==> config.mk <==
export PLATFORM = sky130hd
export DESIGN_NAME = hisTop
export DESIGN_NICKNAME = d
export VERILOG_FILES = /design/src/source/hisPkg.sv /design/src/source/algebraicBlock.sv /design/src/source/dataFolder.sv /design/src/source/hisBuilderFsm.sv /design/src/source/hisTop.sv /design/src/source/peakDetector.sv
export SDC_FILE = /design/constraint.sdc
export NUM_CORES = 1
export LEC_CHECK = 0
export BUFFER_PORTS_ARGS = -buffer_cell sky130_fd_sc_hd__clkbuf_2
export CORE_MARGIN = 4
export CORE_UTILIZATION = 24
export DETAILED_ROUTE_END_ITERATION = 8
export GPL_TIMING_DRIVEN = 0
export PLACE_DENSITY = 0.48
export RECOVER_POWER = 25
export SLEW_MARGIN = 20
export SYNTH_ARGS = -nofsm -noshare
export SYNTH_HDL_FRONTEND = slang
export SYNTH_HIERARCHICAL = 1
export SYNTH_SLANG_ARGS = --single-unit
==> constraint.sdc <==
create_clock -name clk -period 7.7 [get_ports clk]
set_clock_uncertainty 0.15 [all_clocks]
set_input_delay 1.155 -clock clk [delete_from_list [all_inputs] [get_ports clk]]
set_output_delay 1.155 -clock clk [all_outputs]
set_load 0.05 [all_outputs]
==> src/source/hisPkg.sv <==
package hisPkg;

    // pass in progress
    // coarse bins on the upper bits of the sample,
    // fine bins only inside the window found by the coarse pass
    typedef enum logic {
        phaseCoarse = 1'b0,
        phaseFine   = 1'b1
    } hisPhaseT;

    // builder sequencing
    // clear walks the counter array once,
    // acquire bins the accepted samples,
    // readout streams every counter out in index order
    typedef enum logic [1:0] {
        stClear   = 2'd0,
        stAcquire = 2'd1,
        stReadout = 2'd2
    } builderStateT;

    // 2'd3 is unused
    // the builder falls back to clear if it ever lands there

endpackage

==> src/source/algebraicBlock.sv <==
module algebraicBlock #(
    parameter int sampleWidth = 10,
    parameter int binBits = 4
) (
    input  logic                   clk,
    input  logic                   rst,
    input  logic                   peakDone,
    input  logic [binBits-1:0]     peakBin,
    input  hisPkg::hisPhaseT       peakPhase,
    output logic [sampleWidth-1:0] thMinus,
    output logic [sampleWidth-1:0] thPositive,
    output logic [binBits-1:0]     peakCH,
    output logic [binBits-1:0]     peakFH,
    output logic [sampleWidth-1:0] peakValue,
    output logic                   resultValid
);

    localparam int coarseShift = sampleWidth - binBits;
    localparam int fineShift = sampleWidth - 2 * binBits;
    // w - 1 and delta / 2
    localparam logic [sampleWidth-1:0] winSpan = sampleWidth'((1 << coarseShift) - 1);
    localparam logic [sampleWidth-1:0] halfDelta = sampleWidth'((1 << fineShift) / 2);

    logic [sampleWidth-1:0] coarseBase;
    logic [sampleWidth-1:0] fineOffset;

    // peakCH * w
    assign coarseBase = sampleWidth'(peakBin) << coarseShift;
    // peakFH * delta
    assign fineOffset = sampleWidth'(peakBin) << fineShift;

    always_ff @(posedge clk) begin
        if (rst) begin
            thMinus <= '0;
            thPositive <= '0;
            peakCH <= '0;
            peakFH <= '0;
            peakValue <= '0;
            resultValid <= 1'b0;
        end else begin
            resultValid <= 1'b0;
            if (peakDone && (peakPhase == hisPkg::phaseCoarse)) begin
                // window for the following fine pass
                peakCH <= peakBin;
                thMinus <= coarseBase;
                thPositive <= coarseBase + winSpan;
            end else if (peakDone) begin
                // centre of the fine peak bin
                peakFH <= peakBin;
                peakValue <= thMinus + fineOffset + halfDelta;
                resultValid <= 1'b1;
            end
        end
    end

    assert property (@(posedge clk) disable iff (rst)
        thPositive >= thMinus);

endmodule

==> src/source/dataFolder.sv <==
module dataFolder #(
    parameter int sampleWidth = 10,
    parameter int binBits = 4
) (
    input  logic [sampleWidth-1:0] roughData,
    input  hisPkg::hisPhaseT       hisNum,
    input  logic [sampleWidth-1:0] thMinus,
    output logic [binBits-1:0]     binAddr,
    output logic                   inWindow
);

    // coarse bin width is 2**coarseShift, fine bin width is 2**fineShift
    localparam int coarseShift = sampleWidth - binBits;
    localparam int fineShift = sampleWidth - 2 * binBits;
    // window spans one coarse bin
    localparam logic [sampleWidth-1:0] winSpan = sampleWidth'((1 << coarseShift) - 1);

    logic [sampleWidth-1:0] thUpper;
    logic [sampleWidth-1:0] offset;

    // upper window edge, inclusive
    assign thUpper = thMinus + winSpan;
    // distance from the lower edge
    // only meaningful when the sample is inside the window
    assign offset = roughData - thMinus;

    always_comb begin
        if (hisNum == hisPkg::phaseCoarse) begin
            // top bits select the coarse bin
            binAddr = roughData[sampleWidth-1 -: binBits];
            inWindow = 1'b1;
        end else begin
            // offset divided by delta
            binAddr = offset[fineShift +: binBits];
            inWindow = (roughData >= thMinus) && (roughData <= thUpper);
        end
    end

endmodule

==> src/source/hisBuilderFsm.sv <==
module hisBuilderFsm #(
    parameter int sampleWidth = 10,
    parameter int binBits = 4,
    parameter int countWidth = 8,
    parameter int samplesPerHis = 64
) (
    input  logic                  clk,
    input  logic                  rst,
    input  logic                  wrEn,
    input  logic [binBits-1:0]    binAddr,
    input  logic                  inWindow,
    output logic                  acqReady,
    output hisPkg::hisPhaseT      hisNum,
    output logic                  binValid,
    output logic [binBits-1:0]    binIndex,
    output logic [countWidth-1:0] binCount
);

    localparam int numBins = 1 << binBits;
    localparam int cntBits = $clog2(samplesPerHis + 1);
    localparam logic [cntBits-1:0] lastSample = cntBits'(samplesPerHis - 1);

    // fine pass needs at least one sample value per fine bin
    if (sampleWidth < 2 * binBits) begin : gWidthCheck
        $error("sampleWidth too small for two passes of binBits");
    end

    hisPkg::builderStateT  state;
    logic [binBits-1:0]    binPtr;
    logic [cntBits-1:0]    sampleCnt;
    logic [countWidth-1:0] binMem [numBins];
    logic                  accept;
    logic                  incEn;

    // levels decoded straight from the state
    assign acqReady = (state == hisPkg::stAcquire);
    assign binValid = (state == hisPkg::stReadout);
    assign binIndex = binPtr;
    assign binCount = binMem[binPtr];

    // a strobe only counts while acquiring
    assign accept = acqReady && wrEn;
    // out-of-window samples still count toward samplesPerHis
    assign incEn = accept && inWindow;

    always_ff @(posedge clk) begin
        if (rst) begin
            state <= hisPkg::stClear;
            binPtr <= '0;
            sampleCnt <= '0;
            hisNum <= hisPkg::phaseCoarse;
        end else begin
            case (state)
                hisPkg::stClear: begin
                    // one counter per cycle, pointer wraps back to 0
                    binPtr <= binPtr + 1'b1;
                    if (&binPtr) begin
                        state <= hisPkg::stAcquire;
                    end
                end
                hisPkg::stAcquire: begin
                    if (accept) begin
                        if (sampleCnt == lastSample) begin
                            sampleCnt <= '0;
                            state <= hisPkg::stReadout;
                        end else begin
                            sampleCnt <= sampleCnt + 1'b1;
                        end
                    end
                end
                hisPkg::stReadout: begin
                    binPtr <= binPtr + 1'b1;
                    // last bin out, switch pass
                    if (&binPtr) begin
                        state <= hisPkg::stClear;
                        hisNum <= (hisNum == hisPkg::phaseCoarse) ?
                                  hisPkg::phaseFine : hisPkg::phaseCoarse;
                    end
                end
                default: state <= hisPkg::stClear;
            endcase
        end
    end

    // counter array
    always_ff @(posedge clk) begin
        if (state == hisPkg::stClear) begin
            binMem[binPtr] <= '0;
        end else if (incEn && (binMem[binAddr] != '1)) begin
            // saturate at full scale
            binMem[binAddr] <= binMem[binAddr] + 1'b1;
        end
    end

    // readout and acquire never share a cycle, nor the one after readout
    assert property (@(posedge clk) disable iff (rst)
        binValid |-> !acqReady ##1 !acqReady);

    // counters hold still while they stream out
    assert property (@(posedge clk) disable iff (rst)
        binValid |=> binMem[$past(binPtr)] == $past(binCount));

endmodule

==> src/source/hisTop.sv <==
module hisTop #(
    parameter int sampleWidth = 10,
    parameter int binBits = 4,
    parameter int countWidth = 8,
    parameter int samplesPerHis = 64
) (
    input  logic                   clk,
    input  logic                   rst,
    input  logic                   wrEn,
    input  logic [sampleWidth-1:0] roughData,
    output logic                   acqReady,
    output logic [sampleWidth-1:0] thMinus,
    output logic [sampleWidth-1:0] thPositive,
    output logic [binBits-1:0]     peakCH,
    output logic [binBits-1:0]     peakFH,
    output logic [sampleWidth-1:0] peakValue,
    output logic                   resultValid
);

    // sample path
    logic [binBits-1:0]    binAddr;
    logic                  inWindow;
    hisPkg::hisPhaseT      hisNum;

    // readout stream
    logic                  binValid;
    logic [binBits-1:0]    binIndex;
    logic [countWidth-1:0] binCount;

    // peak result
    logic                  peakDone;
    logic [binBits-1:0]    peakBin;
    hisPkg::hisPhaseT      peakPhase;

    dataFolder #(
        .sampleWidth(sampleWidth),
        .binBits(binBits)
    ) uDataFolder (
        .roughData(roughData),
        .hisNum(hisNum),
        .thMinus(thMinus),
        .binAddr(binAddr),
        .inWindow(inWindow)
    );

    hisBuilderFsm #(
        .sampleWidth(sampleWidth),
        .binBits(binBits),
        .countWidth(countWidth),
        .samplesPerHis(samplesPerHis)
    ) uHisBuilderFsm (
        .clk(clk),
        .rst(rst),
        .wrEn(wrEn),
        .binAddr(binAddr),
        .inWindow(inWindow),
        .acqReady(acqReady),
        .hisNum(hisNum),
        .binValid(binValid),
        .binIndex(binIndex),
        .binCount(binCount)
    );

    peakDetector #(
        .binBits(binBits),
        .countWidth(countWidth)
    ) uPeakDetector (
        .clk(clk),
        .rst(rst),
        .hisNum(hisNum),
        .binValid(binValid),
        .binIndex(binIndex),
        .binCount(binCount),
        .peakDone(peakDone),
        .peakBin(peakBin),
        .peakPhase(peakPhase)
    );

    algebraicBlock #(
        .sampleWidth(sampleWidth),
        .binBits(binBits)
    ) uAlgebraicBlock (
        .clk(clk),
        .rst(rst),
        .peakDone(peakDone),
        .peakBin(peakBin),
        .peakPhase(peakPhase),
        .thMinus(thMinus),
        .thPositive(thPositive),
        .peakCH(peakCH),
        .peakFH(peakFH),
        .peakValue(peakValue),
        .resultValid(resultValid)
    );

endmodule

==> src/source/peakDetector.sv <==
module peakDetector #(
    parameter int binBits = 4,
    parameter int countWidth = 8
) (
    input  logic                  clk,
    input  logic                  rst,
    input  hisPkg::hisPhaseT      hisNum,
    input  logic                  binValid,
    input  logic [binBits-1:0]    binIndex,
    input  logic [countWidth-1:0] binCount,
    output logic                  peakDone,
    output logic [binBits-1:0]    peakBin,
    output hisPkg::hisPhaseT      peakPhase
);

    logic [countWidth-1:0] maxCount;
    logic [binBits-1:0]    maxIdx;
    logic                  lastBin;

    // final bin of the readout stream
    assign lastBin = binValid && (&binIndex);

    // running index is the result once the stream has ended
    assign peakBin = maxIdx;

    always_ff @(posedge clk) begin
        if (rst) begin
            maxCount <= '0;
            maxIdx <= '0;
            peakDone <= 1'b0;
            peakPhase <= hisPkg::phaseCoarse;
        end else begin
            // one cycle after the last bin
            peakDone <= lastBin;
            if (binValid) begin
                // hisNum flips on the edge after bin 15,
                // so sample it while the stream is running
                peakPhase <= hisNum;
                if (binIndex == '0) begin
                    // restart on the first bin
                    maxCount <= binCount;
                    maxIdx <= '0;
                end else if (binCount > maxCount) begin
                    // strictly larger only, lowest index wins ties
                    maxCount <= binCount;
                    maxIdx <= binIndex;
                end
            end
        end
    end

    // single-cycle pulse per pass
    assert property (@(posedge clk) disable iff (rst)
        peakDone |=> !peakDone);

endmodule

Word-level counts from Yosys, hierarchy flattened:

Memory sizes are Yosys's and may differ from the RTL's. A register that Yosys moved wholly into a read port is not among the register bits.
Cells that the tools add are included.

* muxes and demuxes: 24
* equal/unequal tests: 8
* $lt $le $gt $ge: 3
* divide/modulo/power cells: 0
* shift operators: 0
* multipliers: 0
* bitwise gates (word level): 2
* $add $sub $neg: 8
* reduce and logical (&&, ||, !) cells: 18

Operators by type and width (count)
* $mux 4: 6
* $mux 8: 3
* $add 10x6->10 const B: 2
* $add 10x2->10 const B: 1
* $add 10x6->10: 1
* $ge 10x10->1: 1
* $le 10x10->1: 1
* $mux 1: 9
* $add 8x1->8 const B: 1
* $gt 8x8->1: 1
* $mux 2: 4
* $ne 8x8->1 const B: 1
* $reduce_and 4->1: 2
* $reduce_or 8->1: 1
* $add 7x1->7 const B: 1
* $eq 7x6->1 const B: 1
* $mux 7: 1
* $logic_and 1x1->1: 6
* $ne 2x2->1 const B: 3
* $pmux 2 s3: 1
* $reduce_and 2->1: 3
* $sub 6x1->6 const B: 1
* $reduce_and 5->1: 1
* $add 4x1->4 const B: 1
* 8 further kinds: 10

* bits in writable memories: 128
* ROM bits: 0
* flip-flop bits (word level): 57
* memories kept: 1
* word-level logic and storage cells: 77
* bits of input ports: 13
* bits in latches: 0
* output and inout port bits: 40

Memories
* uHisBuilderFsm.binMem: depth 16, width 8, read ports 2, clocked after Yosys merged registers in 1, wr ports 1, line hisBuilderFsm.sv:31 `logic [countWidth-1:0] binMem [numBins];`

Depth between registers and ports, before layout:

* depth after elaboration: 11
* gate-level depth with buffers: 20
* depth with buffers taken out: 15

Cells and area by module:

The synthesis kept the hierarchy.

By module, submodules not included
* hisBuilderFsm: area each 7221.9 um^2, cells each 425, sequential area each 4204.0 um^2, times used 1
* peakDetector: area each 809.5 um^2, cells each 87, sequential area each 280.3 um^2, times used 1
* algebraicBlock: area each 769.5 um^2, cells each 77, sequential area each 300.3 um^2, times used 1
* dataFolder: area each 738.2 um^2, cells each 98, sequential area each 0.0 um^2, times used 1

Least setup slack after synthesis:

OpenSTA, ideal clock, no wires.

* path kind: input -> register
* from: input port roughData[1]
* to: memory uHisBuilderFsm.binMem[6][0], enable pin
* path slack: 2.039 ns
* arrival time: 5.123 ns
* library setup time: 0.388 ns
* path buffers: 4
* cell stages on the path: 16
* required time: 7.162 ns
* path through: ha_1 > nor2b_4 > o31a_4 > o31ai_1 > buf_4 > buf_4 > buf_2 > mux4_2 > a22oi_1 > nand2_1 > ha_1 > nor3b_2 > a31oi_2 > o31ai_1 > buf_4 > o32ai_1

* cells in the longest elaborated chain, start to end: 10
* elaborated cells on any way between the ends: 16
* those cells by class: add/sub: 1; order compare: 2; eq/ne: 1; mux: 7; reduce/logical: 4; memory: 1

Ends and longest elaborated chain
* start: declaration: line hisTop.sv:10 `input logic [sampleWidth-1:0] roughData,`
* $sub 6x1->6 *: line dataFolder.sv:25 `assign offset = roughData - thMinus;`
* $mux 4 *: line dataFolder.sv:28 `if (hisNum == hisPkg::phaseCoarse) begin`
* named net binAddr[1]: line hisTop.sv:21 `logic [binBits-1:0] binAddr;`
* $mem_v2 16x8
* $ne 8x8->1: line hisBuilderFsm.sv:89 `end else if (incEn && (binMem[binAddr] != '1)) begin`
* $logic_and 1x1->1: line hisBuilderFsm.sv:89
* $mux 1: line hisBuilderFsm.sv:89
* $mux 1: line hisBuilderFsm.sv:87 `if (state == hisPkg::stClear) begin`
* $mux 1 (implied by the code): line hisBuilderFsm.sv:91 `binMem[binAddr] <= binMem[binAddr] + 1'b1;`
* $reduce_or 8->1 (no line)
* $mux 4 (no line) / $mux 1 (equally long branches)
* end: declaration: line hisBuilderFsm.sv:31

Mark *: on every way through the listed nets, which the timed path passes. The rest lies on a longest branch.

Worst setup path in the final report:

* from: input port roughData[1]
* to: memory uHisBuilderFsm.binMem[13][4], enable pin

Same word-level chain as after synthesis.

==> impl_results.md <==
- Status: finished clean
- IO buf count: 45
- Clock edge transition at the registers on the reported setup and hold paths: ~0.07 ns
- DIE WIDTH: between 200 and 250 um
- Data required time at the worst endpoint: roughly 7.7 ns
- DP Cell Count: roughly 1.3k
- Global Route Usage Sum: 0.116
- Total wire length: approximately 25000 um
- CTS sink count: between 150 and 200
- Area Overhead vs Synth: 16.5%
- Commonest cells after routing, fill and taps aside: edfxtp_1, mux4_2, clkbuf_1
- Time the final worst path needs with I/O delays and setup: between 6 and 7 ns
- Synthesized flop and latch total: around 180
- Final instance count without filler cells: around 1.3k
- Slowest cell on crit path: clkbuf_1
- DRC violations left: 0
- Antenna diodes: 0
- Biggest area contributors in the synthesized netlist: edfxtp_1, mux4_2, dfxtp_1
- Number of setup buffers added after CTS: 0
- Initial antenna violation count: 0
- Fraction of registers with async set or reset after synthesis: 0
- Area of the mapped netlist: around 9500 um2
- Slew Limit Headroom: 0.308
- DIE AREA: between 40000 and 50000 um2
- Average via count per standard cell: 4.68
- Weighted congestion at the end of routability-driven global placement: ~0.78
- Upper clock frequency limit: about 140 MHz
- Portion of the post-synthesis area used by sequential elements: 0.502
- Fraction of final layout cells sized beyond drive strength 1: 0.246
- First-pass GRT wire length: 38000 um
- Number of H-tree branching levels: 4
- Critical path class: input port to register
- Instance count on the critical path: 18
- Ratio of total power to cell area: 195 nW/um2
- Via count of the routed design: 6097
- Die extent in y: slightly above 200 um
- Fraction of the cycle the final worst path needs: 0.898
- Number of cells on the worst hold path: 2
- Final layout net count: 817
- Maximum number of pins on one net before global-route repair: 17
- Element type at the critical path end: register
- Post-place setup slack: approximately 0.76 ns
- Proportion of netlist area held by the largest area contributor: 0.403
- Count of endpoints failing setup in the final report: 0
- Arrival time reported for the critical path endpoint: ~6.9 ns
- Post-cts resize count: 0
- Sum Neg Setup Slack: 0 ns
- Fillcell total: 3955
- Iteration-0 DRC Markers: around 450
- Max Fanout on Critical Path: 10
- Mapped Cells: between 600 and 700
- Critical path, cell by cell: clkbuf_2, ha_1, nor2b_4, o31a_2, o31ai_1, buf_4, buf_4, clkbuf_1, mux4_2, a22oi_1, nand2_1, ha_1, nor3b_2, a31oi_2, buf_6, or4_4, a32oi_1, buf_2
- Cell type contributing the most total cell area after synthesis: edfxtp_1
- Worst-Skew Late Latency: approximately 0.44 ns
- Leakage power summed over all cells: about 0.0036 uW
- Yosys Warn Count: 6
- Remaining Overflow, GRT: 0
- Most frequent standard cell in the layout excluding fill and tap cells: edfxtp_1
- Max clock buf depth: 2
- Worst-margin pin slew: slightly above 1 ns
- Final number of max-transition violations: 0
- CP max stage delay: approximately 0.64 ns
- Sequential cell area: around 4800 um2
- IR drop worst, VDD: roughly 0.13 mV
- IO Count: between 50 and 60
- Avg Synthesized Cell Area: 13.9 um2
- Critical Path Start Type: input port
- Depth of the worst register-to-register path: 15
- Initial standard-cell utilization of the core: 0.245
- Vias in the first global route: 6083
- Class of the tightest hold or removal check: register to register
- Total clock buffers created by CTS: 17
- Count of nets left with antenna violations after detail routing: 0
- Total count of hold-check failures in the final report: 0
- Cell family with most CP delay: buffers and inverters
- Hold-fix buffers, CTS: 0
- CTS tree: yes
- Maximum Capacitance Violations: 0
- HPWL after DPL: 18300 um
- Smallest setup slack after layout: between 0.7 and 0.8 ns
- Unrepaired setup endpoints after global routing: no
- Worst path buffer plus inverter count: 6
- CTS Root Cell: clkbuf_16
- Core Region: a little under 40000 um2
- Post-detailed-route wirelength per cell: around 19 um
- Number of distinct library cells after synthesis: 75
- Total area of multi-input combinational cells: 4300 um2
- Number of placement rows: just over 70
- Router iterations before antenna repair: 5
- Number of enable-type register cells in the synthesized netlist: between 100 and 150
- Most frequently used flop master after synthesis: edfxtp_1
-- synth_stat cells, types with 3 or more instances --
library cell	count
edfxtp_1	128
xnor2_1	11
nand4_1	7
nand2_2	3
a22oi_1	12
ha_1	32
o21a_1	3
inv_1	25
a21oi_1	15
o311ai_1	3
nand4b_1	3
nand2b_1	43
clkbuf_1	9
nor3_1	15
nor2b_1	9
buf_4	32
mux4_1	10
a32oi_1	8
o32ai_1	6
o31ai_1	3
mux4_2	60
dfxtp_1	47
a22o_1	3
mux2i_1	30
and3_1	4
nor2_1	36
or4_4	3
a2bb2oi_1	3
nand3_1	17
nand2_1	25
buf_1	5
buf_2	3
o21ai_0	8
buf_6	7
xor2_1	7
-- per-stage QoR --
stage	area [um2]	util	power, uW	hold slack [ns]
3_5_place_dp	10600	0.272	1350	0.314
4_1_cts	11200	0.287	2190	0.329
3_3_place_gp	10400	0.268	1340	0.309
6_report	11100	0.285	2170	0.324
2_1_floorplan	9560	-	1260	0.293
5_1_grt	11100	0.285	2260	0.358
-- routing by layer --
layer | track usage | vias up | routed length [um] | share of wire
met5 | 0 | - | 0 | 0
met4 | 0.0351 | 0 | 351 | 0.014
met3 | 0.0261 | 19 | 1480 | 0.060
met2 | 0.187 | 178 | 12000 | 0.48
met1 | 0.155 | 3059 | 11000 | 0.44
li1 | - | 2841 | - | -
-- worst register-to-register path, stage by stage, from the launching register on --
cell and delay (ns):
dfxtp_1 0.47, inv_1 0.19, o31ai_1 0.67, buf_4 0.39, buf_4 0.28, clkbuf_1 0.65, mux4_2 0.35, a22oi_1 0.12
nand2_1 0.21, ha_1 0.32, nor3b_2 0.27, a31oi_2 0.08, buf_6 0.16, or4_4 0.53, a32oi_1 0.60, buf_2 0.33
-- state kept, by name, summed over array words and instances, names as in the netlist, named ones only --
signal,count
uHisBuilderFsm/hisNum,1
uHisBuilderFsm/binIndex,4
uPeakDetector/maxCount,8
uPeakDetector/peakBin,4
uHisBuilderFsm/binMem,128
uAlgebraicBlock/peakFH,3
uAlgebraicBlock/resultValid,1
uPeakDetector/peakPhase,1
uAlgebraicBlock/peakValue,6
uHisBuilderFsm/sampleCnt,7
uHisBuilderFsm/state,2
uPeakDetector/peakDone,1
uAlgebraicBlock/thPositive,5
-- cell families (layout without fill, tap and decap cells) --
logic type / count (synthesis) / after routing / synth area share
simple gates: 183 / 183 / 0.106
flops: 175 / 175 / 0.502
other cells: 1 / 7 / 0.000393
fa+ha+maj: 32 / 32 / 0.0420
buf+inv: 87 / 178 / 0.0580
xor+xnor: 18 / 18 / 0.0165
mux: 100 / 100 / 0.201
compound gates: 91 / 91 / 0.0745
-- cell type report --
type | instances | share of cell area
multi-input cells | 431 | 0.387
flip-flops and latches | 175 | 0.430
inverters | 25 | 0.00844
plain buffers | 62 | 0.0394
repair buffers | 60 | 0.0262
clock buffers | 18 | 0.0386
clock inverters | 13 | 0.0118
well taps | 518 | 0.0583
-- worst paths after layout --
kind	startpoint	slack, ns	to
max	roughData[1]	0.79	uHisBuilderFsm/binMem[13][4]$_DFFE_PP_
min	uPeakDetector/maxCount[2]$_SDFFE_PP0P_	0.32	uPeakDetector/maxCount[2]$_SDFFE_PP0P_
max reg2reg	uHisBuilderFsm/hisNum$_SDFFE_PP0P_	1.62	uHisBuilderFsm/binMem[13][4]$_DFFE_PP_
min reg2reg	uPeakDetector/maxCount[2]$_SDFFE_PP0P_	0.32	uPeakDetector/maxCount[2]$_SDFFE_PP0P_
-- power breakdown --
part / total, uW / internal, uW / switching [uW]
logic: 300 / 132 / 167
registers: 1030 / 1020 / 10.8
clock network: 836 / 451 / 385
total: 2170 / 1600 / 563
Note: power is estimated with default switching activity, not from simulation.
